### config.mk
export PLATFORM = sky130hd
export DESIGN_NAME = uart_cmd_master
export DESIGN_NICKNAME = d
export VERILOG_FILES = /design/src/design/uart_frame_pkg.sv /design/src/design/uart_cmd_pkg.sv /design/src/design/uart_tx.sv /design/src/design/uart_rx.sv /design/src/design/uart_cmd_ctrl.sv /design/src/design/uart_cmd_master.sv
export SDC_FILE = /design/constraint.sdc
export NUM_CORES = 1
export LEC_CHECK = 0
export BUFFER_PORTS_ARGS = -buffer_cell sky130_fd_sc_hd__buf_2
export CAP_MARGIN = 25
export CORE_ASPECT_RATIO = 0.5
export CORE_UTILIZATION = 65
export DETAILED_ROUTE_END_ITERATION = 8
export GPL_TIMING_DRIVEN = 1
export PLACE_DENSITY = 0.85
export RECOVER_POWER = 50
export SLEW_MARGIN = 40
export SYNTH_ARGS = -nofsm -noshare
export SYNTH_HDL_FRONTEND = slang
export SYNTH_SLANG_ARGS = --single-unit
### constraint.sdc
create_clock -name clk -period 4.6 [get_ports clk]
set_clock_uncertainty 0.1 [all_clocks]
set_input_delay 0.92 -clock clk [delete_from_list [all_inputs] [get_ports clk]]
set_output_delay 0.92 -clock clk [all_outputs]
set_load 0.01 [all_outputs]
### src/design/uart_frame_pkg.sv
package uart_frame_pkg;

  // ------------------------------
  // Frame format
  // ------------------------------

  localparam int data_bits  = 8;
  localparam int frame_bits = 1 + data_bits + 1 + 1; // Start, data, parity, stop.

  typedef logic [data_bits-1:0] frame_byte_t;

  // ------------------------------
  // Parity rule
  // ------------------------------

  // Odd parity, so data ones plus the parity bit give an odd count.
  function automatic logic odd_parity(frame_byte_t data);
    return ~(^data);
  endfunction

endpackage

### src/design/uart_cmd_pkg.sv
package uart_cmd_pkg;

  // ------------------------------
  // Address byte layout
  // ------------------------------

  localparam int addr_write_flag = 7; // Set on the address byte of a write.

  // ------------------------------
  // Host side payloads
  // ------------------------------

  typedef struct packed {
    logic                        write;
    logic [6:0]                  addr;
    uart_frame_pkg::frame_byte_t data;
  } uart_cmd_t;

  typedef struct packed {
    uart_frame_pkg::frame_byte_t data;
    logic                        parity_err;
    logic                        frame_err;
    logic                        timeout;   // No start bit seen in time.
  } uart_rsp_t;

endpackage

### src/design/uart_tx.sv
`timescale 1ns/1ps

module uart_tx #(
  parameter int clks_per_bit = 434
) (
  input  logic                        clk,
  input  logic                        rst_n,
  input  logic                        tx_start,
  input  uart_frame_pkg::frame_byte_t tx_byte,
  output logic                        tx,
  output logic                        tx_busy
);

  localparam int cnt_w   = $clog2(clks_per_bit);
  localparam int idx_w   = $clog2(uart_frame_pkg::frame_bits);
  localparam int shift_w = uart_frame_pkg::frame_bits - 1;
  localparam int last_idx = uart_frame_pkg::frame_bits - 1;

  logic [cnt_w-1:0]   bit_cnt;
  logic [idx_w-1:0]   bit_idx;
  logic [shift_w-1:0] shift_q; // Data, parity and stop still to go.
  logic               bit_end;

  assign bit_end = (bit_cnt == cnt_w'(clks_per_bit - 1));

  // ------------------------------
  // Bit timing and line drive
  // ------------------------------

  always_ff @(posedge clk or negedge rst_n)
  begin
    if (!rst_n)
    begin
      tx      <= 1'b1;
      tx_busy <= 1'b0;
      bit_cnt <= '0;
      bit_idx <= '0;
    end
    else if (!tx_busy)
    begin
      bit_cnt <= '0;
      bit_idx <= '0;
      if (tx_start)
      begin
        tx      <= 1'b0; // Start bit.
        tx_busy <= 1'b1;
      end
    end
    else if (bit_end)
    begin
      bit_cnt <= '0;
      if (bit_idx == idx_w'(last_idx))
      begin
        tx      <= 1'b1;
        tx_busy <= 1'b0; // Stop bit done.
      end
      else
      begin
        tx      <= shift_q[0];
        bit_idx <= bit_idx + 1'b1;
      end
    end
    else
    begin
      bit_cnt <= bit_cnt + 1'b1;
    end
  end

  always_ff @(posedge clk)
  begin
    if (tx_start && !tx_busy)
      shift_q <= {1'b1, uart_frame_pkg::odd_parity(tx_byte), tx_byte};
    else if (tx_busy && bit_end)
      shift_q <= {1'b1, shift_q[shift_w-1:1]}; // LSB first.
  end

  // ------------------------------
  // Checks
  // ------------------------------

  a_no_start_while_busy: assert property (
    @(posedge clk) disable iff (!rst_n)
    tx_start |-> !tx_busy
  );

endmodule

### src/design/uart_rx.sv
`timescale 1ns/1ps

module uart_rx #(
  parameter int clks_per_bit = 434
) (
  input  logic                        clk,
  input  logic                        rst_n,
  input  logic                        rx,
  input  logic                        rx_en,
  output uart_frame_pkg::frame_byte_t rx_byte,
  output logic                        rx_vld,
  output logic                        rx_parity_err,
  output logic                        rx_frame_err
);

  localparam int cnt_w    = $clog2(clks_per_bit);
  localparam int idx_w    = $clog2(uart_frame_pkg::frame_bits);
  localparam int par_idx  = uart_frame_pkg::data_bits + 1;
  localparam int stop_idx = uart_frame_pkg::frame_bits - 1;

  logic                        rx_meta;
  logic                        rx_sync;
  logic                        rx_prev;
  logic                        fall;
  logic                        active;
  logic                        sample;
  logic [cnt_w-1:0]            cnt;
  logic [idx_w-1:0]            bit_idx;
  uart_frame_pkg::frame_byte_t data_q;
  logic                        par_q;

  assign fall   = rx_prev && !rx_sync;
  assign sample = active && (cnt == '0); // Mid-bit point.

  // ------------------------------
  // Sync, start detect, bit timing
  // ------------------------------

  always_ff @(posedge clk or negedge rst_n)
  begin
    if (!rst_n)
    begin
      rx_meta <= 1'b1;
      rx_sync <= 1'b1;
      rx_prev <= 1'b1;
      active  <= 1'b0;
      cnt     <= '0;
      bit_idx <= '0;
      rx_vld  <= 1'b0;
    end
    else
    begin
      rx_meta <= rx;
      rx_sync <= rx_meta;
      rx_prev <= rx_sync;
      rx_vld  <= 1'b0;
      if (!active)
      begin
        if (rx_en && fall)
        begin
          active  <= 1'b1;
          cnt     <= cnt_w'(clks_per_bit / 2 - 1); // Half a bit to mid-start.
          bit_idx <= '0;
        end
      end
      else if (!sample)
      begin
        cnt <= cnt - 1'b1;
      end
      else
      begin
        cnt <= cnt_w'(clks_per_bit - 1);
        if (bit_idx == '0 && rx_sync)
        begin
          active <= 1'b0; // Line high again, a glitch.
        end
        else if (bit_idx == idx_w'(stop_idx))
        begin
          active <= 1'b0;
          rx_vld <= 1'b1;
        end
        else
        begin
          bit_idx <= bit_idx + 1'b1;
        end
      end
    end
  end

  // ------------------------------
  // Data capture and error checks
  // ------------------------------

  always_ff @(posedge clk)
  begin
    if (sample)
    begin
      if (bit_idx == idx_w'(stop_idx))
      begin
        rx_byte       <= data_q;
        rx_parity_err <= (par_q != uart_frame_pkg::odd_parity(data_q));
        rx_frame_err  <= !rx_sync; // Stop bit must be high.
      end
      else if (bit_idx == idx_w'(par_idx))
      begin
        par_q <= rx_sync;
      end
      else if (bit_idx != '0)
      begin
        data_q <= {rx_sync, data_q[uart_frame_pkg::data_bits-1:1]};
      end
    end
  end

  a_rx_vld_pulse: assert property (
    @(posedge clk) disable iff (!rst_n)
    rx_vld |=> !rx_vld
  );

endmodule

### src/design/uart_cmd_ctrl.sv
`timescale 1ns/1ps

module uart_cmd_ctrl #(
  parameter int gap_clks         = 100,
  parameter int clks_per_bit     = 434,
  parameter int rsp_timeout_bits = 32
) (
  input  logic                        clk,
  input  logic                        rst_n,
  input  uart_cmd_pkg::uart_cmd_t     cmd,
  input  logic                        cmd_vld,
  output logic                        cmd_rdy,
  output uart_cmd_pkg::uart_rsp_t     rsp,
  output logic                        rsp_vld,
  output logic                        tx_start,
  output uart_frame_pkg::frame_byte_t tx_byte,
  input  logic                        tx_busy,
  output logic                        rx_en,
  input  uart_frame_pkg::frame_byte_t rx_byte,
  input  logic                        rx_vld,
  input  logic                        rx_parity_err,
  input  logic                        rx_frame_err
);

  localparam int gap_w  = $clog2(gap_clks);
  localparam int tick_w = $clog2(clks_per_bit);
  localparam int to_w   = $clog2(rsp_timeout_bits);

  typedef enum logic [2:0] {
    st_idle,
    st_send_addr,
    st_wait_addr,
    st_gap,
    st_send_data,
    st_wait_data,
    st_listen,
    st_respond
  } state_t;

  state_t                  state;
  state_t                  state_nxt;
  uart_cmd_pkg::uart_cmd_t cmd_q;
  uart_cmd_pkg::uart_rsp_t rsp_q;
  logic [gap_w-1:0]        gap_cnt;
  logic [tick_w-1:0]       tick_cnt;
  logic [to_w-1:0]         to_bits;
  logic                    gap_done;
  logic                    tick_last;
  logic                    rsp_timeout;
  logic                    rsp_hit;

  assign cmd_rdy     = (state == st_idle);
  assign rsp_vld     = (state == st_respond);
  assign tx_start    = (state == st_send_addr) || (state == st_send_data);
  assign gap_done    = (gap_cnt == gap_w'(gap_clks - 1));
  assign tick_last   = (tick_cnt == tick_w'(clks_per_bit - 1));
  assign rsp_timeout = (state == st_listen) && tick_last
                       && (to_bits == to_w'(rsp_timeout_bits - 1));
  assign rsp_hit     = rx_en && rx_vld;
  assign rsp         = rsp_q;

  // Listen from the address frame on since the slave may answer early.
  assign rx_en = !cmd_q.write && ((state == st_wait_addr) || (state == st_gap)
                                  || (state == st_listen));

  always_comb
  begin
    tx_byte = cmd_q.data;
    if (state == st_send_addr)
    begin
      tx_byte = uart_frame_pkg::frame_byte_t'(cmd_q.addr);
      tx_byte[uart_cmd_pkg::addr_write_flag] = cmd_q.write;
    end
  end

  // ------------------------------
  // FSM
  // ------------------------------

  always_comb
  begin
    state_nxt = state;
    case (state)
      st_idle:      if (cmd_vld) state_nxt = st_send_addr;
      st_send_addr: state_nxt = st_wait_addr;
      st_wait_addr:
      begin
        if (rsp_hit)
          state_nxt = st_respond;
        else if (!tx_busy)
          state_nxt = st_gap;
      end
      st_gap:
      begin
        if (rsp_hit)
          state_nxt = st_respond;
        else if (gap_done)
          state_nxt = cmd_q.write ? st_send_data : st_listen;
      end
      st_send_data: state_nxt = st_wait_data;
      st_wait_data: if (!tx_busy) state_nxt = st_idle;
      st_listen:    if (rsp_hit || rsp_timeout) state_nxt = st_respond;
      st_respond:   state_nxt = st_idle;
      default:      state_nxt = st_idle;
    endcase
  end

  always_ff @(posedge clk or negedge rst_n)
  begin
    if (!rst_n)
    begin
      state    <= st_idle;
      gap_cnt  <= '0;
      tick_cnt <= '0;
      to_bits  <= '0;
    end
    else
    begin
      state   <= state_nxt;
      gap_cnt <= (state == st_gap) ? gap_cnt + 1'b1 : '0;
      if (state != st_listen || tick_last)
        tick_cnt <= '0;
      else
        tick_cnt <= tick_cnt + 1'b1;
      if (state != st_listen)
        to_bits <= '0;
      else if (tick_last)
        to_bits <= to_bits + 1'b1; // One more bit time without a start.
    end
  end

  // ------------------------------
  // Command and response holding
  // ------------------------------

  always_ff @(posedge clk)
  begin
    if (cmd_vld && cmd_rdy)
      cmd_q <= cmd;
    if (rsp_hit)
    begin
      rsp_q.data       <= rx_byte;
      rsp_q.parity_err <= rx_parity_err;
      rsp_q.frame_err  <= rx_frame_err;
      rsp_q.timeout    <= 1'b0;
    end
    else if (rsp_timeout)
    begin
      rsp_q <= '{data: '0, parity_err: 1'b0, frame_err: 1'b0, timeout: 1'b1};
    end
  end

  a_no_rsp_for_write: assert property (
    @(posedge clk) disable iff (!rst_n)
    (cmd_vld && cmd_rdy && cmd.write) |=> !rsp_vld until cmd_rdy
  );

  a_busy_not_ready: assert property (
    @(posedge clk) disable iff (!rst_n)
    tx_busy |-> !cmd_rdy
  );

endmodule

### src/design/uart_cmd_master.sv
`timescale 1ns/1ps

module uart_cmd_master #(
  parameter int clks_per_bit     = 434,
  parameter int gap_clks         = 100,
  parameter int rsp_timeout_bits = 32
) (
  input  logic                    clk,
  input  logic                    rst_n,
  input  uart_cmd_pkg::uart_cmd_t cmd,
  input  logic                    cmd_vld,
  output logic                    cmd_rdy,
  output uart_cmd_pkg::uart_rsp_t rsp,
  output logic                    rsp_vld,
  output logic                    tx,
  input  logic                    rx
);

  logic                        tx_start;
  uart_frame_pkg::frame_byte_t tx_byte;
  logic                        tx_busy;
  logic                        rx_en;
  uart_frame_pkg::frame_byte_t rx_byte;
  logic                        rx_vld;
  logic                        rx_parity_err;
  logic                        rx_frame_err;

  uart_cmd_ctrl #(
    .gap_clks         (gap_clks),
    .clks_per_bit     (clks_per_bit),
    .rsp_timeout_bits (rsp_timeout_bits)
  ) u_ctrl (
    .clk           (clk),
    .rst_n         (rst_n),
    .cmd           (cmd),
    .cmd_vld       (cmd_vld),
    .cmd_rdy       (cmd_rdy),
    .rsp           (rsp),
    .rsp_vld       (rsp_vld),
    .tx_start      (tx_start),
    .tx_byte       (tx_byte),
    .tx_busy       (tx_busy),
    .rx_en         (rx_en),
    .rx_byte       (rx_byte),
    .rx_vld        (rx_vld),
    .rx_parity_err (rx_parity_err),
    .rx_frame_err  (rx_frame_err)
  );

  uart_tx #(.clks_per_bit(clks_per_bit)) u_tx (
    .clk      (clk),
    .rst_n    (rst_n),
    .tx_start (tx_start),
    .tx_byte  (tx_byte),
    .tx       (tx),
    .tx_busy  (tx_busy)
  );

  uart_rx #(.clks_per_bit(clks_per_bit)) u_rx (
    .clk           (clk),
    .rst_n         (rst_n),
    .rx            (rx),
    .rx_en         (rx_en),
    .rx_byte       (rx_byte),
    .rx_vld        (rx_vld),
    .rx_parity_err (rx_parity_err),
    .rx_frame_err  (rx_frame_err)
  );

endmodule

* After elaboration in Yosys (flattened, before gate mapping)
Cells that the tools add are included.
Word-level totals: bits in registers 112, input bits 20
Operators by class: add/sub/neg operators 7, eq/ne operators 26, muxes and demuxes 48, bitwise logic cells 4, reductions and logical operators 37
Operators with widths (count):
- 2-to-1 mux 9 bit | 8
- 2-to-1 mux 4 bit | 8
- case mux 3 bit (8 select lines) | 1
- 2-to-1 mux 11 bit | 2
- 2-to-1 mux 3 bit | 7
- adder 9 x 1 -> 9 bit, second input constant | 2
- equality test 9 bit, second input constant | 2
- 2-to-1 mux 1 bit | 17
- != test 2 bit, second input constant | 8
- XOR reduction 8 bit | 2
- equality test 3 bit, second input constant | 4
- equality test 4 bit, second input constant | 3
- logical AND 1 bit | 11
- 2-to-1 mux 5 bit | 2
- nonzero test 2 bit | 5
- zero test 9 bit | 1
- subtractor 9 x 1 -> 9 bit, second input constant | 1
- adder 4 x 1 -> 4 bit, second input constant | 2
- 2-to-1 mux 8 bit | 1
- AND reduction 4 bit | 2
- adder 7 x 1 -> 7 bit, second input constant | 1
- equality test 7 bit, second input constant | 1
- 2-to-1 mux 7 bit | 1
- equality test 3 x 2 -> 1 bit, second input constant | 2
- 16 further kinds | 28

* Depth between registers and ports, before layout
Gate-level depths: netlist (run 1).
depth after elaboration 8, gate-level depth with buffers 7, mapped depth without buffers 7

* By module
Synthesis (run 1) repeated with hierarchy kept, for this count alone.
Unflattened totals: cell total of the unflattened synthesis 406, area, all modules 5093.6 um2
By module, submodules not included:
- uart_cmd_ctrl | instances 1, cells an instance 177, area each 2269.7 um2, sequential area each 1401.3 um2
- uart_rx | instances 1, cells an instance 125, area each 1616.6 um2, sequential area each 1024.7 um2
- uart_tx | instances 1, cells an instance 104, area each 1207.4 um2, sequential area each 646.9 um2

* Least setup slack after synthesis (run 1)
Ideal clock, no wire load.
path kind register to register, start point register u_rx.cnt[0], end point register u_rx.rx_byte[0], enable pin, library setup time 376 ps, arrival 1763 ps, required time 4124 ps, path slack 2361 ps, stages on the path, launching flop included 7, buffers on the path 0, period minus slack after synthesis 2239 ps, cells stage by stage dfrtp_1 inv_1 ha_1 nor3b_2 and4b_1 nand4b_1 nor2_1
On the way: longest elaborated chain between the ends 3
RTL lines:
- start, declared | line uart_rx.sv:27 | logic [cnt_w-1:0] cnt;
- start signal, assigned | line uart_rx.sv:62 | cnt <= cnt_w'(clks_per_bit / 2 - 1);
- start signal, assigned | line uart_rx.sv:68 | cnt <= cnt - 1'b1;
- start signal, assigned | line uart_rx.sv:72 | cnt <= cnt_w'(clks_per_bit - 1);
- zero test 9 bit | line uart_rx.sv:33 | assign sample = active && (cnt == '0);
- logical AND 1 bit | line uart_rx.sv:33
- AND reduction 2 bit (no source line)
- end signal, assigned | line uart_rx.sv:100 | rx_byte <= data_q;
- end, declared | line uart_rx.sv:10 | output uart_frame_pkg::frame_byte_t rx_byte,
Every way passes these cells. A chain may end at the register's enable or synchronous reset.

* Worst setup path after layout (run 1)
start point register u_rx.cnt[0], end point register u_rx.rx_byte[2], enable pin
Same word-level chain as after synthesis.

==> impl_metrics.tcl, run 1 <==
set metrics [dict create \
    clkSlewWorstSetupHoldPaths_ns 0.07 \
    num_antenna_cells 0 \
    cts.sinks 112 \
    rows 22 \
    die_h_um 64.6 \
    ff2ff_path_depth 6 \
    drc 0 \
    viasPerCell 5.70 \
    place.gp.congestion 0.823 \
    utilization_pct 75.2 \
    drt_iter0_drc 218 \
    core_mm2 0.00746 \
    synth_cell_type_count 57 \
    holdPathStages 0 \
    cp.arrival_ns 2.70 \
    crit_required_ns 4.48 \
    cts_tree "built" \
    yosys_warnings 0 \
    synth-seq-area-share_pct 60.4 \
    gr-usage-all-layers_pct 24.0 \
    routed_wl_um 8770 \
    status "complete, but fails checks" \
    cts_made_buffers 9 \
    hold_end "u_rx.rx_sync" \
    r2r_start "u_rx.cnt[0]" \
    cp_max_fo 10 \
    dieWidth_um 127 \
    drive_gt1_share_pct 12.4 \
    final_hold_viol_count 0 \
    boundaryPins 34 \
    die_area_mm2 0.00821 \
    violations "capacitance limit, slew limit" \
    grt-ovfl-total 0 \
    htreeDepth 3 \
    syn_avg_cell_area_um2 12.2 \
    grt_max_degree 31 \
    drv_slew 29 \
    synth_top_cell_by_area "edfxtp_1" \
    rsz0062_at_grt "false" \
    yosysTopAreaCellShare_pct 31.9 \
    cts_setup_buffers 0 \
    drt-wirelength-per-cell_um 15.6 \
    regToRegSetupSlack_ns 1.79 \
    hold_class "reg2reg" \
    final_antenna_net_count 0 \
    worst_slew_pin_slew_ns 1.51 \
    grt_pass1_wl_um 14900 \
    maxCapViolations 2 \
    start_util_pct 68.2 \
    antenna_found_initial 0 \
    fmax_mhz 356 \
    maxSlewHeadroom_pct -0.897 \
    synth-seq-cells 112 \
    portBuffers 33 \
    crit_path_end_kind "flop" \
    syn_inst 417 \
    hold_slack_ns 0.264 \
    dr.pass1.iters 4 \
    syn_nets 451 \
    dp_hpwl_um 6010 \
    irDropWorstVdd_uv 244 \
    post_cts_resized 0 \
    clock_latency_ns 0.35 \
    cts_hold_buf 0 \
    setup_tns_ns 0 \
    via_count 3200 \
    power_density_mw_per_mm2 474 \
    syn2layout_area_growth_pct 10.3 \
    fillCellCount 487 \
    setup_viol 0 \
    period_share_pct 61.1 \
    final_cell_mix "54 x edfxtp_1, 52 x dfrtp_1, 44 x nor2_1, 36 x xnor2_1, 32 x nand2_1" \
    path_class "reg2reg" \
    r2r-end "u_rx.rx_byte[2]" \
    leakage_uw 0.00220 \
    final_common_cell "edfxtp_1" \
    clockRootBuffer "clkbuf_16" \
    synth-main-ff-cell "edfxtp_1" \
    hold_start "u_rx.rx_meta" \
    final_nets 482 \
    netlist_area_mm2 0.00509 \
    synth-edff-count 54 \
    clockBufferDepth 2 \
    finalCriticalPeriod_ns 2.81 \
    synthTopCellsByArea "edfxtp_1 32%, dfrtp_1 26%, xnor2_1 6.2%" \
    grt_pass1_vias 3224 \
    async_flop_share_pct 50.9 \
    cp-start-kind "flop" \
]
critical path: stages, from the launching register on:
cell      delay, ns
dfrtp_1        0.41
inv_1          0.07
ha_1           0.19
nor3b_1        0.55
and4b_1        0.37
nand4b_1       0.16
nor2_1         0.59
worst max path at each step:
stage | from | end | slack [ns] | depth (start not counted)
3_3_place_gp | u_rx.cnt[0] | u_rx.rx_byte[4] | 2.16 | 6
4_1_cts | u_rx.cnt[0] | u_rx.rx_byte[2] | 2.04 | 6
3_5_place_dp | u_rx.cnt[0] | u_rx.rx_byte[1] | 2.07 | 6
6_report | u_rx.cnt[0] | u_rx.rx_byte[2] | 1.79 | 6
2_1_floorplan | u_rx.cnt[0] | u_rx.rx_byte[0] | 2.36 | 6
5_1_grt | u_rx.cnt[0] | u_rx.rx_byte[2] | 1.61 | 6
metrics by stage:
step	power [uW]	std cells	instance area, um^2	worst slack, ns
2_1_floorplan	1730	417	5090	2.36
5_1_grt	2800	561	5610	1.61
3_3_place_gp	1810	545	5330	2.16
3_5_place_dp	1860	545	5330	2.07
6_report	2660	561	5610	1.79
4_1_cts	2670	561	5640	2.04
cell families after synthesis:
| group | count (synthesis) | share of synthesized area, % |
|---|---|---|
| DFF | 112 | 60.4 |
| AOI/OAI and AO/OA | 43 | 5.48 |
| adders and majority gates | 14 | 3.44 |
| muxes | 13 | 2.61 |
| buffers and inverters | 24 | 2.16 |
| and+or+nand+nor | 159 | 16.9 |
| xor gates and xnor gates | 52 | 8.95 |
per-layer routing:
layer	up-vias	track usage, %	part of all wire (%)
li1	1523	-	-
met1	1602	28.1	41
met2	62	43.2	54
met3	13	6.03	3.7
met4	0	9.23	1.3
met5	-	0	0
sequential cells by signal, summed over array words and instances (netlist names), 3 cells and up:
name / flops
u_ctrl.gap_cnt: 7
u_rx.data_q: 8
u_tx.bit_cnt: 9
u_ctrl.state: 3
u_ctrl.cmd_q: 16
u_tx.bit_idx: 4
u_rx.rx_byte: 8
u_rx.cnt: 9
u_rx.bit_idx: 4
u_tx.shift_q: 9
u_ctrl.to_bits: 5
u_ctrl.rsp: 11
u_ctrl.tick_cnt: 9
final cells by class:
| type | instances | area (um^2) | area share (%) |
|---|---|---|---|
| Multi-Input combinational cell | 281 | 1890 | 33.6 |
| Clock buffer | 9 | 225 | 4.01 |
| Timing Repair Buffer | 34 | 166 | 2.96 |
| Inverter | 10 | 37.5 | 0.669 |
| Tap cell | 108 | 135 | 2.41 |
| Clock inverter | 7 | 87.6 | 1.56 |
| Sequential cell | 112 | 3070 | 54.8 |
power by group:
part	total [uW]	internal (uW)	switching, uW
clock network	803	436	368
logic	514	251	264
registers	1340	1170	169
Yosys cell counts, types with 4 or more instances:
cell type	n
ha_1	14
nand2_1	32
o21ai_0	14
xnor2_1	36
nand2b_1	5
nor3_1	4
clkbuf_1	8
edfxtp_1	54
nor3b_1	5
mux2i_1	11
and2_1	14
and3_1	5
xor2_1	16
a21oi_1	7
nand3b_1	4
dfrtp_1	53
nor2_1	44
nor2b_1	4
nand4_1	8
nand3_1	14
dfstp_2	4
inv_1	10
Power figures use the tool's default switching activity.
==> run 2, diff against run 1 <==
--- a/config.mk
+++ b/config.mk
@@ -5,13 +5,14 @@
 export SDC_FILE = /design/constraint.sdc
 export NUM_CORES = 1
 export LEC_CHECK = 0
+export ABC_AREA = 1
 export BUFFER_PORTS_ARGS = -buffer_cell sky130_fd_sc_hd__buf_2
 export CAP_MARGIN = 25
 export CORE_ASPECT_RATIO = 0.5
-export CORE_UTILIZATION = 65
+export CORE_UTILIZATION = 60
 export DETAILED_ROUTE_END_ITERATION = 8
 export GPL_TIMING_DRIVEN = 1
-export PLACE_DENSITY = 0.85
+export PLACE_DENSITY = 0.79
 export RECOVER_POWER = 50
 export SLEW_MARGIN = 40
 export SYNTH_ARGS = -nofsm -noshare
==> constraint.sdc (replaced) <==
create_clock -name clk -period 2.78 [get_ports clk]
set_clock_uncertainty 0.1 [all_clocks]
set_input_delay 0.556 -clock clk [delete_from_list [all_inputs] [get_ports clk]]
set_output_delay 0.556 -clock clk [all_outputs]
set_load 0.01 [all_outputs]
==> run 2 against run 1 <==
Hold slack lost 0.072 ns. Non-clock buffer count grew 3. Highest routed layer unchanged. Critical path depth shrank 1. Sequential power grew 29%. The run now ends clean. Combinational power shrank 94%. Routed wire length grew 3.7%. Register-to-register slack lost 1.4 ns. Global-route usage shrank 1.9 points. Clock power grew 61%.
==> impl_metrics.tcl, run 2 <==
set metrics [dict create \
    synth-adder-area-share_pct 3.33 \
    use_met2_pct 38.3 \
    power_switching_uw 666 \
    synth-main-ff-cell "edfxtp_1" \
    cp.arrival_ns 2.28 \
    cp-start-kind "flop" \
    finalCriticalPeriod_ns 2.35 \
    fillCellCount 624 \
    htreeDepth 3 \
    drive_gt1_share_pct 10.9 \
    rsz0062_at_grt "false" \
    met1_usage_pct 26.5 \
    cp_slowest_stage_delay_ns 0.45 \
    largest_register_ffs 16 \
    place_area_mm2 0.00556 \
    crit_required_ns 2.70 \
    yosys_warnings 0 \
    async_flop_share_pct 50.9 \
    maxCapViolations 0 \
    p_seq_share_pct 56.8 \
    cts_hold_buf 0 \
    synth-seq-cells 112 \
    setup_viol 0 \
    synth_most_common_cell "nand2_1" \
    syn_nets 589 \
    grt_pass1_vias 3501 \
    core_mm2 0.00826 \
    leakage_uw 0.00267 \
    yosysTopAreaCellShare_pct 30.8 \
    cts_setup_buffers 0 \
    portBuffers 33 \
    place.gp.congestion 0.848 \
    synthXorXnorAreaFrac_pct 2.33 \
    synth_mux_area_share_pct 0 \
    synth_top_family_by_area "simple AND/OR/NAND/NOR gates" \
    top_register "u_ctrl.cmd_q" \
    drc 0 \
    cts_made_buffers 9 \
    synth-seq-area-share_pct 58.4 \
    antenna_found_initial 0 \
    p_int_uw 2380 \
    cp_common_cell "nand2_1" \
    cts_tree "built" \
    grt_max_degree 58 \
    clkSlewWorstSetupHoldPaths_ns 0.08 \
    clockRootBuffer "clkbuf_16" \
    synth_top_cell_by_area "edfxtp_1" \
    synth_compound_area_share_pct 6.75 \
    setup_tns_ns 0 \
    syn_avg_cell_area_um2 9.48 \
    syn2layout_area_growth_pct 10.9 \
    clock_latency_ns 0.36 \
    drv_slew 0 \
    maxSlewHeadroom_pct 6.00 \
    fmax_mhz 425 \
    dieWidth_um 134 \
    crit_path_end_kind "flop" \
    synth_cell_type_count 39 \
    final_antenna_net_count 0 \
    p_clk_share_pct 42.2 \
    synth_common_cells "128 x nand2_1, 75 x inv_1, 54 x edfxtp_1" \
    worst_slew_pin_slew_ns 1.41 \
    via_count 3706 \
    die_h_um 68.2 \
    hold_class "in2reg" \
    drt_iter0_drc 151 \
    boundaryPins 34 \
    clockBufferDepth 2 \
    power_density_mw_per_mm2 523 \
    synth-edff-count 54 \
    dp_hpwl_um 6320 \
    synth_simple_gate_area_share_pct 22.3 \
    num_antenna_cells 0 \
    gr-usage-all-layers_pct 22.1 \
    post_cts_resized 0 \
    irDropWorstVdd_uv 393 \
    grt-ovfl-total 0 \
    p_sw_share_pct 21.8 \
    synthTopCellsByArea "edfxtp_1 31%, dfrtp_1 25%, nand2_1 9.1%" \
    rows 23 \
    combPwrFrac_pct 1.0 \
    netlist_area_mm2 0.00526 \
    dr.pass1.iters 4 \
    final_hold_viol_count 0 \
    path_cells "inv_1 > nand2_1 > a21oi_2 > nand2_2 > nand2_1" \
    viasPerCell 5.21 \
    path_class "reg2reg" \
    final_common_cell "nand2_1" \
    cts.sinks 112 \
    grtUsageMet3_pct 7.63 \
    cp_max_fo 18 \
    period_share_pct 84.6 \
    final_cell_mix "128 x nand2_1, 76 x inv_1, 54 x edfxtp_1, 53 x dfrtp_1, 48 x nor2_1" \
    final_nets 628 \
    syn_inst 555 \
    fin_area_mm2 0.00583 \
    start_util_pct 63.7 \
    status "completed" \
    grt.busiest_layer "met2" \
    drt-wirelength-per-cell_um 12.8 \
    grt_pass1_wl_um 15300 \
    routed_wl_um 9090 \
    cpMaxStageDelayCell "inv_1" \
    die_area_mm2 0.00917 \
]
## run 2: cell types whose count changed after synthesis, sizes merged, moves of 5 or more
cell and delta:
nand2 +100, inv +72, xnor2 -30, nand3 +28, o21ai +17, and2 -14, nor3 +14, a21oi +13
mux2i -11, nor2 +9, clkbuf -8, xor2 -8, nand2b -5
## run 2: cell type report
type | instances | area, um^2 | share of cell area (%)
inverters | 82 | 310 | 5.32
clock buffers | 9 | 225 | 3.86
clock inverters | 7 | 83.8 | 1.44
flip-flops and latches | 112 | 3070 | 52.7
well taps | 112 | 140 | 2.40
repair buffers | 37 | 178 | 3.05
multi-input cells | 352 | 1820 | 31.3
## run 2: worst max-delay path, delay by kind of cell (launching register included)
kind | cells | cell delay [ns]
AO/OA/AOI/OAI | 1 | 0.26
buffers and inverters | 1 | 0.45
flip-flops | 1 | 0.42
AND/OR/NAND/NOR | 3 | 0.79
## run 2: through the flow
step / hold WS (ns) / std cells / worst slack [ns] / util (%) / total power [uW]
2_1_floorplan: 0.160 / 555 / 0.632 / - / 1770
3_3_place_gp: 0.246 / 695 / 0.551 / 67.3 / 1800
3_5_place_dp: 0.249 / 695 / 0.485 / 67.3 / 1800
4_1_cts: 0.180 / 711 / 0.407 / 71.0 / 3090
5_1_grt: 0.171 / 711 / 0.217 / 70.6 / 3150
6_report: 0.192 / 711 / 0.427 / 70.6 / 3050
## run 2: path summary, 6_finish.rpt
path	from	end	slack, ns	depth (start not counted)
min reg2reg	u_rx.rx_meta	u_rx.rx_sync	0.26	0
max in group asynchronous	rst_n	u_rx.cnt[5]	1.23	2
max reg2reg	u_ctrl.state[2]	u_ctrl.rsp[2]	0.43	5
min in group asynchronous	rst_n	u_tx.bit_cnt[2]	0.48	2
max	u_ctrl.state[2]	u_ctrl.rsp[2]	0.43	5
min	rx	u_rx.rx_meta	0.19	1
## run 2: per-layer routing
| layer | vias up | share of wire [%] |
|---|---|---|
| met5 | - | 0 |
| met4 | 0 | 0.88 |
| met3 | 8 | 3.4 |
| met2 | 51 | 49 |
| met1 | 1755 | 47 |
| li1 | 1892 | - |
## run 2: power by group through the flow
stage	logic, uW	registers, uW	clock network (uW)
6_report	30.7	1730	1290
5_1_grt	36.2	1730	1390
4_1_cts	33.5	1730	1320
3_5_place_dp	33.4	1770	0
3_3_place_gp	32.8	1770	0
2_1_floorplan	1.54	1770	0
## run 2: kinds of logic after synthesis
group	after synthesis
buf+inv	91
flops	112
compound gates	63
fa+ha+maj	14
simple gates	261
xor+xnor	14
